`src/verilog/udp_net_pkg.sv`:
```
package udp_net_pkg;

  // Ethernet II framing
  localparam logic [15:0] eth_type_ipv4 = 16'h0800;

  // Address width in bits
  localparam int mac_w = 48;

  // IPv4 header without options, ID and TOS stay zero
  localparam logic [7:0]  ip_ver_ihl    = 8'h45;
  localparam logic [15:0] ip_flags_frag = 16'h4000;
  localparam logic [7:0]  ip_ttl        = 8'hff;
  localparam logic [7:0]  ip_proto_udp  = 8'h11;

  // IPv4 header length in bytes
  localparam int ip_hdr_bytes = 20;

  // Address width in bits
  localparam int ip_w = 32;

  // UDP header, checksum always sent as zero
  localparam int udp_hdr_bytes = 8;

  // Port width in bits
  localparam int port_w = 16;

  // 14 + 20 + 8 header bytes, the first 40 fill whole lane words
  localparam int hdr_words = 5;

endpackage

```
`src/verilog/udp_tx_pkg.sv`:
```
package udp_tx_pkg;

  // MAC lane
  localparam int data_w = 64;
  localparam logic [7:0] lane_all  = 8'hff;
  localparam logic [7:0] lane_last = 8'h03;

  // Payload queue
  localparam int data_depth = 256;
  localparam int data_aw    = $clog2(data_depth);
  localparam int data_afull = 240;

  // Frame record queue
  localparam int rec_depth = 16;
  localparam int rec_aw    = $clog2(rec_depth);
  localparam int rec_afull = 14;

  // Next-hop table
  localparam int arp_entries = 256;
  localparam int arp_aw      = $clog2(arp_entries);

  // Word counts and header lengths
  localparam int len_w = 16;

  // Framer sequence
  typedef enum logic [2:0] {
    tx_idle,
    tx_start,
    tx_hdr,
    tx_first,
    tx_data,
    tx_last
  } tx_state_t;

endpackage

```
`src/verilog/udp_tx_framer.sv`:
```
`timescale 1ns/1ps

module udp_tx_framer (
  input  logic                           mac_clk,
  input  logic                           app_rst,
  input  logic                           local_enable,
  input  logic [udp_net_pkg::mac_w-1:0]  local_mac,
  input  logic [udp_net_pkg::ip_w-1:0]   local_ip,
  input  logic [udp_net_pkg::port_w-1:0] local_port,
  input  logic                           hop_req,
  input  logic [udp_net_pkg::mac_w-1:0]  hop_mac,
  input  logic [udp_net_pkg::ip_w-1:0]   hop_ip,
  input  logic [udp_net_pkg::port_w-1:0] hop_port,
  input  logic [udp_tx_pkg::len_w-1:0]   hop_words,
  input  logic [udp_tx_pkg::len_w-1:0]   hop_ip_len,
  input  logic [udp_tx_pkg::len_w-1:0]   hop_udp_len,
  input  logic [15:0]                    hop_csum,
  input  logic [udp_tx_pkg::data_w-1:0]  pay_data,
  input  logic                           mac_tx_ack,
  output logic                           hop_ack,
  output logic                           pay_pop,
  output logic                           mac_tx_start,
  output logic [udp_tx_pkg::data_w-1:0]  mac_tx_data,
  output logic [7:0]                     mac_tx_data_valid
);
  import udp_net_pkg::*;
  import udp_tx_pkg::*;

  tx_state_t         state;
  logic              loaded;
  logic              take;
  logic              last_pay;
  logic [2:0]        hdr_cnt;
  logic [len_w-1:0]  pay_left;
  logic [15:0]       leftover;
  logic [mac_w-1:0]  dst_mac;
  logic [ip_w-1:0]   dst_ip;
  logic [port_w-1:0] dst_port;
  logic [len_w-1:0]  ip_len;
  logic [len_w-1:0]  udp_len;
  logic [15:0]       ip_csum;
  // Next MAC word with its first wire byte in the top bits
  logic [data_w-1:0] wire_word;

  // Wire order to lane order, byte 0 lands on bits 7:0
  function automatic logic [data_w-1:0] lane_order(input logic [data_w-1:0] be);
    logic [data_w-1:0] lanes;
    for (int i = 0; i < data_w / 8; i++) begin
      lanes[8*i +: 8] = be[data_w-1-8*i -: 8];
    end
    return lanes;
  endfunction

  assign take     = (state == tx_idle) && !loaded && hop_req && !hop_ack;
  assign last_pay = pay_left == len_w'(1);

  assign mac_tx_start = state == tx_start;
  assign pay_pop      = ((state == tx_first || state == tx_data) && !last_pay) ||
                        (state == tx_last);

  always_ff @(posedge mac_clk) begin
    if (take) begin
      dst_mac  <= hop_mac;
      dst_ip   <= hop_ip;
      dst_port <= hop_port;
      ip_len   <= hop_ip_len;
      udp_len  <= hop_udp_len;
      ip_csum  <= hop_csum;
    end
    // Last two bytes of each payload word go out in the next MAC word
    leftover <= pay_data[15:0];
  end

  always_ff @(posedge mac_clk) begin
    if (app_rst) begin
      state    <= tx_idle;
      loaded   <= 1'b0;
      hop_ack  <= 1'b0;
      hdr_cnt  <= '0;
      pay_left <= '0;
    end else begin
      if (hop_ack && !hop_req) begin
        hop_ack <= 1'b0;
      end
      case (state)
        tx_idle: begin
          if (loaded && local_enable) begin
            loaded <= 1'b0;
            state  <= tx_start;
          end else if (take) begin
            loaded   <= 1'b1;
            hop_ack  <= 1'b1;
            pay_left <= hop_words;
          end
        end
        tx_start: begin
          // Word 1 is held until the MAC takes it
          if (mac_tx_ack) begin
            hdr_cnt <= 3'd2;
            state   <= tx_hdr;
          end
        end
        tx_hdr: begin
          if (hdr_cnt == 3'(hdr_words)) begin
            state <= tx_first;
          end else begin
            hdr_cnt <= hdr_cnt + 1'b1;
          end
        end
        tx_first, tx_data: begin
          if (last_pay) begin
            state <= tx_last;
          end else begin
            pay_left <= pay_left - 1'b1;
            state    <= tx_data;
          end
        end
        tx_last: begin
          state <= tx_idle;
        end
        default: begin
          state <= tx_idle;
        end
      endcase
    end
  end

  always_comb begin
    case (state)
      tx_start: wire_word = {dst_mac, local_mac[47:32]};
      tx_hdr: begin
        case (hdr_cnt)
          3'd2:    wire_word = {local_mac[31:0], eth_type_ipv4, ip_ver_ihl, 8'h00};
          3'd3:    wire_word = {ip_len, 16'h0000, ip_flags_frag, ip_ttl, ip_proto_udp};
          3'd4:    wire_word = {ip_csum, local_ip, dst_ip[31:16]};
          default: wire_word = {dst_ip[15:0], local_port, dst_port, udp_len};
        endcase
      end
      // Zero UDP checksum ahead of the first payload bytes
      tx_first: wire_word = {16'h0000, pay_data[63:16]};
      tx_data:  wire_word = {leftover, pay_data[63:16]};
      tx_last:  wire_word = {leftover, 48'h0};
      default:  wire_word = '0;
    endcase
  end

  assign mac_tx_data = lane_order(wire_word);

  always_comb begin
    case (state)
      tx_idle: mac_tx_data_valid = 8'h00;
      tx_last: mac_tx_data_valid = lane_last;
      default: mac_tx_data_valid = lane_all;
    endcase
  end

endmodule

```
`config.mk`:
```
export PLATFORM = sky130hd
export DESIGN_NAME = udp_tx_framer
export DESIGN_NICKNAME = d
export VERILOG_FILES = /design/src/verilog/udp_net_pkg.sv /design/src/verilog/udp_tx_pkg.sv /design/src/verilog/udp_tx_framer.sv
export SDC_FILE = /design/constraint.sdc
export NUM_CORES = 1
export LEC_CHECK = 0
export ABC_AREA = 1
export BUFFER_PORTS_ARGS = -buffer_cell sky130_fd_sc_hd__buf_2
export CAP_MARGIN = 25
export CORE_AREA = 2 2 157 159
export DETAILED_ROUTE_END_ITERATION = 10
export DIE_AREA = 0 0 159 161
export PLACE_DENSITY = 0.73
export SYNTH_ARGS = -nofsm -noshare
export SYNTH_HDL_FRONTEND = slang
export SYNTH_SLANG_ARGS = --single-unit
```
`constraint.sdc`:
```
create_clock -name mac_clk -period 5.7 [get_ports mac_clk]
set_input_delay 1.14 -clock mac_clk [delete_from_list [all_inputs] [get_ports mac_clk]]
set_output_delay 1.14 -clock mac_clk [all_outputs]
set_load 0.05 [all_outputs]
```
==> results of run 1 <==
==> layout make-up <==
type | instances | area [sq um] | area share [%]
Tap cell | 324 | 405 | 3.51
Inverter | 37 | 146 | 1.27
Clock buffer | 18 | 429 | 3.72
Clock inverter | 14 | 150 | 1.30
Multi-Input combinational cell | 633 | 3110 | 27.0
Timing Repair Buffer | 412 | 2150 | 18.6
Sequential cell | 184 | 5120 | 44.4
Antenna cell | 10 | 25.0 | 0.217
==> sequential cells by signal (all words and copies together), names as in the netlist <==
register  flops
pay_left     16
leftover     16
dst_mac      48
dst_port     16
dst_ip       32
hop_ack       1
ip_len       16
udp_len      16
state         3
loaded        1
hdr_cnt       3
ip_csum      16
==> tightest hold or removal path, stage by stage (launching register included) <==
cell and delay [ns]:
dfxtp_1 0.32, nand2_1 0.06, a21oi_1 0.05
==> metrics by stage <==
step | setup slack [ns] | cells | power [W] | instance area (sq um) | hold WS [ns]
after floorplan | 1.05 | 910 | 0.00269 | 8660 | 0.452
after global placement | 1.62 | 1587 | 0.00303 | 10900 | 0.467
after detailed placement | 1.74 | 1588 | 0.00306 | 10900 | 0.478
after CTS | 1.26 | 1620 | 0.00426 | 11500 | 0.489
after global routing | 1.25 | 1626 | 0.00442 | 11500 | 0.500
final | 1.40 | 1632 | 0.00423 | 11500 | 0.484
==> layout by cell type (no fill, tap or decap), types with 6 or more instances in the layout <==
master / instances
a21oi_1: 12
a22oi_1: 44
a31o_2: 15
buf_2: 399
buf_4: 10
clkbuf_16: 17
dfxtp_1: 40
diode_2: 10
edfxtp_1: 144
ha_1: 7
inv_1: 28
inv_2: 6
inv_8: 6
nand2_1: 327
nand2_2: 6
nand3_1: 94
nand4_1: 19
nor2_1: 40
nor2_2: 7
o211ai_1: 16
o21ai_0: 15
==> power breakdown <==
part           total (W)  internal, W  switching, W
clock            0.00119     0.000590      0.000602
combinational    0.00130     0.000353      0.000942
sequential       0.00175      0.00168     0.0000721
==> routing by layer <==
metal | up-vias | global-route usage (%) | share of wire, %
met5 | - | 0 | 0.17
met4 | 10 | 8.22 | 2.4
met3 | 74 | 7.09 | 9.5
met2 | 430 | 39.4 | 50
met1 | 3806 | 26.7 | 38
li1 | 3920 | - | -
==> Yosys cell counts (all sizes together), types with 7 or more instances <==
library cell  number  area share, %
a21oi             16            1.1
a22oi             44            3.8
a31o              16            1.6
buf               37            2.5
clkbuf            19           0.82
dfxtp             40            9.3
edfxtp           144             50
ha                 7            1.0
inv               36            1.6
nand2            334             15
nand3             94            5.4
nand4             20            1.6
nor2              51            2.7
o211ai            16            1.4
o21ai             19            1.1
==> kinds of logic after synthesis <==
family,synth area share [%]
AOI/OAI and AO/OA,9.63
xor gates and xnor gates,0.202
adders and majority gates,1.01
buffers and inverters,4.99
DFF,59.2
and+or+nand+nor,25.0
==> worst max path at each step <==
stage / endpoint / slack (ns) / cells after the start
after floorplan: dst_ip[0]$_DFFE_PP_ / 1.05 / 4
after global placement: mac_tx_data[8] / 1.62 / 8
after detailed placement: mac_tx_data[56] / 1.74 / 10
after CTS: mac_tx_data[56] / 1.26 / 10
after global routing: mac_tx_data[30] / 1.25 / 8
final: mac_tx_data[18] / 1.40 / 8
==> results.yml, run 1 <==
run_status:
  status: "finished, final reports clean"
finish:
  area_growth_syn_to_layout_pct: 33.3
  drive_gt1_share_pct: 38.0
  num-fill-cells: 2315
  final_net_count: 1617
  final_util_pct: 48.2
yosys:
  ys_ff_latch: 184
  ys.flop_type: "edfxtp_1"
  syn_area_sq_um: 8660
  syn-instance-count: 910
  synthArstFlopShare_pct: 0
  synth_edf_count: 144
  yosysWarnings: 0
  synth.distinct_cells: 39
  syn_nets: 1242
  ys_seq_area_share_pct: 59.2
  avgSynthCellArea_sq_um: 9.51
flow_run:
  cap_violations: 0
floorplan:
  core_area_sq_um: 24000
  die_w_um: 159
  fp.dieH_um: 161
  ios: 400
  rows: 57
  die_area_sq_um: 25600
  initial_core_util_pct: 36.1
clock_tree:
  ctsResizeCount: 0
  cts_root_buf: "clkbuf_16"
  cts_max_level: 4
  numCtsBuffers: 17
  cts_setup_buffers: 0
  tritoncts: "done"
  clockBufferDepth: 2
  ctsHoldBuffers: 0
  clock_sinks: 184
  clk_pin_slew_ns: 0.07
  clk_latency_ns: 0.45
setup_path:
  crit_path_start_kind: "flop"
  arrival_ns: 3.16
  path_max_fanout: 51
  cp.required_ns: 4.56
  path_cells: "inv_1 > nand2_1 > nor2_4 > buf_4 > clkinv_1 > a31o_2 > nand2_1 > buf_2"
  r2r-end: "hdr_cnt[0]$_SDFFE_PP0P_"
  cp-startpoint: "state[0]$_SDFFE_PP0P_"
  r2r_slack_ns: 2.95
  worstRegToRegCells: 9
  cp_common_cell: "nand2_1"
  critical_path_class: "reg -> out"
  crit_family: "buffers and inverters"
  slowest_delay_ns: 0.76
  worst_setup_path_end_kind: "primary output"
  cp_num_buf_inv: 4
  r2r-start: "state[0]$_SDFFE_PP0P_"
  critPathSlowestCell: "clkinv_1"
global_route:
  grt_pass1_vias: 8179
  grt_pass1_wl_um: 44700
  antenna_found_initial: 10
  grt.overflow.total: 0
  grt_max_degree: 115
  grt_use_total_pct: 22.7
min_path:
  min_from: "pay_left[13]$_SDFFE_PP0P_"
  holdPathStages: 2
  hp-class: "reg -> reg"
  whs_endpoint: "pay_left[13]$_SDFFE_PP0P_"
sta:
  max_freq_mhz: 232
  slew_violations: 0
  fin_setup_tns_ns: 0
  rsz0062_at_grt: "no"
  period_share_pct: 75.5
  finalSetupViolations: 0
  fin_worst_skew_ns: 0.0253
  worst_slew_pin_slew_ns: 0.923
  relSlewSlack_pct: 38.5
  hold_viol: 0
  finalCriticalPeriod_ns: 4.30
route:
  avgRoutedWirePerCell_um: 18.5
  vias: 8240
  drc: 0
  drtAntennaViolNets: 0
  first_pass_iters: 8
  drt_iter0_drc: 628
  viasPerCell: 5.05
  wl_um: 30100
placement:
  dpl.hpwl_um: 21600
  place.gp.congestion: 0.878
  io_buffers: 399
power:
  leakage_nw: 5.26
  ir_drop_mv: 0.206
  p_per_area_nw_per_um2: 367
Power figures use the tool's default switching activity.
==> run 2: changes to the inputs <==
--- a/config.mk
+++ b/config.mk
@@ -5,13 +5,13 @@
 export SDC_FILE = /design/constraint.sdc
 export NUM_CORES = 1
 export LEC_CHECK = 0
-export ABC_AREA = 1
+export ABC_AREA = 0
 export BUFFER_PORTS_ARGS = -buffer_cell sky130_fd_sc_hd__buf_2
 export CAP_MARGIN = 25
 export CORE_AREA = 2 2 157 159
 export DETAILED_ROUTE_END_ITERATION = 10
 export DIE_AREA = 0 0 159 161
-export PLACE_DENSITY = 0.73
+export PLACE_DENSITY = 0.7
 export SYNTH_ARGS = -nofsm -noshare
 export SYNTH_HDL_FRONTEND = slang
 export SYNTH_SLANG_ARGS = --single-unit
==> constraint.sdc (replaced) <==
create_clock -name mac_clk -period 4.1 [get_ports mac_clk]
set_input_delay 0.82 -clock mac_clk [delete_from_list [all_inputs] [get_ports mac_clk]]
set_output_delay 0.82 -clock mac_clk [all_outputs]
set_load 0.05 [all_outputs]
==> results.yml, run 2 <==
sta:
  finalCriticalPeriod_ns: 3.80
  slew_violations: 0
  worst_slew_pin_slew_ns: 0.887
  finalSetupViolations: 0
  fin_setup_tns_ns: 0
  rsz0062_at_grt: "no"
  relSlewSlack_pct: 39.6
  holdWs_ns: 0.470
  fin_worst_skew_ns: 0.0231
  hold_viol: 0
  period_share_pct: 92.6
  max_freq_mhz: 263
global_route:
  grt.overflow.total: 0
  grt_max_degree: 90
  grt_use_total_pct: 20.4
  grt_pass1_wl_um: 40100
  antenna_found_initial: 10
  grt_pass1_vias: 7105
placement:
  io_buffers: 399
  place.gp.congestion: 0.838
  dpl.hpwl_um: 19500
  dpl-instance-area_sq_um: 10500
floorplan:
  die_area_sq_um: 25600
  initial_core_util_pct: 34.1
  fp.dieH_um: 161
  die_w_um: 159
  core_area_sq_um: 24000
  ios: 400
  rows: 57
yosys:
  synth_common_cells: "144 x edfxtp_1, 56 x a21oi_1, 56 x a22oi_1"
  synth_area_leaders: "edfxtp_1 53%, dfxtp_1 9.8%, a22oi_1 5.1%"
  synth_top_area_share_pct: 52.9
  syn-instance-count: 668
  avgSynthCellArea_sq_um: 12.2
  ys_ff_latch: 184
  synthArstFlopShare_pct: 0
  syn_area_sq_um: 8180
  syn_nets: 1000
  yosysTopAreaCell: "edfxtp_1"
  synth_edf_count: 144
  synth.distinct_cells: 54
  yosysWarnings: 0
  yosysMostFrequentCell: "edfxtp_1"
  ys_seq_area_share_pct: 62.7
  ys.flop_type: "edfxtp_1"
run_status:
  status: "finished, final reports clean"
clock_tree:
  ctsResizeCount: 0
  clock_sinks: 184
  cts_setup_buffers: 0
  clk_latency_ns: 0.44
  clk_pin_slew_ns: 0.10
  cts_root_buf: "clkbuf_16"
  clockBufferDepth: 2
  ctsHoldBuffers: 0
  tritoncts: "done"
  numCtsBuffers: 17
  cts_max_level: 4
route:
  wl_um: 27000
  drtAntennaViolNets: 0
  drc: 0
  avgRoutedWirePerCell_um: 19.5
  vias: 7218
  first_pass_iters: 9
  drt_iter0_drc: 866
  viasPerCell: 5.20
setup_path:
  worst_setup_path_end_kind: "primary output"
  path_max_fanout: 28
  cp.required_ns: 3.28
  arrival_ns: 2.98
  critical_path_class: "reg -> out"
  slowest_delay_ns: 0.56
  critPathSlowestCell: "and2_2"
  crit_path_start_kind: "flop"
  path_cells: "inv_1 > ha_1 > and2_2 > buf_4 > a222oi_1 > o21ai_0 > buf_2"
finish:
  area_growth_syn_to_layout_pct: 36.2
  largest_register_ffs: 48
  regMostFlops: "dst_mac"
  final_cell_mix: "399 x buf_2, 144 x edfxtp_1, 56 x a22oi_1"
  drive_gt1_share_pct: 44.5
  final_net_count: 1376
  stdcell_area_sq_um: 11100
  layout_commonest_cell: "buf_2"
  top_regs: "dst_mac (48), dst_ip (32)"
power:
  p_sw_w: 0.00193
  combPwrFrac_pct: 25.3
  p_seq_share_pct: 43.3
  leakage_nw: 4.70
  p_int_w: 0.00355
  clkPwrFrac_pct: 31.4
  p_per_area_nw_per_um2: 492
  ir_drop_mv: 0.307
  power_switching_share_pct: 35.2
flow_run:
  cap_violations: 0
min_path:
  hp-class: "in -> reg"
==> run 2: cell count changes in the layout (fill, tap and decap cells not counted), moves of 15 or more <==
| cell | previous run | this run |
|---|---|---|
| nand2_1 | 327 | 54 |
| nand3_1 | 94 | 8 |
| a21oi_1 | 12 | 55 |
| o21ai_0 | 15 | 50 |
| a222oi_1 | 0 | 32 |
| a221o_1 | 0 | 24 |
| inv_1 | 28 | 8 |
| nand4_1 | 19 | 2 |
| a31o_2 | 15 | 0 |
==> run 2: metrics by stage <==
stage | total power [W] | setup slack (ns) | instances | utilization, %
final | 0.00548 | 0.303 | 1387 | 46.5
after CTS | 0.00553 | 0.260 | 1381 | 46.4
after detailed placement | 0.00380 | 0.755 | 1349 | 43.8
after global placement | 0.00378 | 0.791 | 1349 | 43.8
after floorplan | 0.00338 | -2.28 | 668 | -
after global routing | 0.00572 | 0.0950 | 1387 | 46.5
==> run 2: worst max-delay path, delay by kind of cell (launching register included) <==
kind | cells | cell delay [ns]
compound gates | 2 | 0.52
fa+ha+maj | 1 | 0.16
buf+inv | 3 | 0.91
flops | 1 | 0.35
simple gates | 1 | 0.56
==> run 2: kinds of logic after synthesis <==
group	count (synthesis)	share of synthesized area, %
compound gates	257	21.9
flops	184	62.7
simple gates	135	8.20
buf+inv	70	4.10
mux	14	1.91
fa+ha+maj	7	1.07
xor+xnor	1	0.107
==> run 2: power by group through the flow <==
stage / combinational, W / clock [W] / sequential [W]
CTS: 0.00139 / 0.00176 / 0.00237
detailed placement: 0.00139 / 0 / 0.00242
floorplan: 0.000968 / 0 / 0.00241
finish: 0.00139 / 0.00172 / 0.00237
global route: 0.00149 / 0.00184 / 0.00240
global placement: 0.00138 / 0 / 0.00241
==> run 2: final timing paths <==
kind	start	cells past startpoint	endpoint	slack, ns
worst min-delay path	pay_data[4]	1	leftover[4]$_DFF_P_	0.47
worst max register to register	state[0]$_SDFFE_PP0P_	6	pay_left[7]$_SDFFE_PP0P_	0.95
worst max-delay path	hdr_cnt[0]$_SDFFE_PP0P_	7	mac_tx_data[16]	0.30
worst min register to register	pay_left[14]$_SDFFE_PP0P_	2	pay_left[14]$_SDFFE_PP0P_	0.48
==> run 2: layout make-up <==
type	count	area, sq um
Fill cell	2262	12800
Sequential cell	184	5120
Multi-Input combinational cell	414	2740
Timing Repair Buffer	418	2180
Clock buffer	17	425
Tap cell	324	405
Clock inverter	15	214
Inverter	9	33.8
Antenna cell	6	15.0
==> run 2: layer usage <==
layer | GRT usage, % | part of all wire, % | wire length, um
met5 | 0 | 0.21 | 57
met2 | 33.7 | 49 | 13100
met1 | 25.6 | 40 | 10800
met3 | 6.32 | 9.0 | 2420
met4 | 7.02 | 2.2 | 605
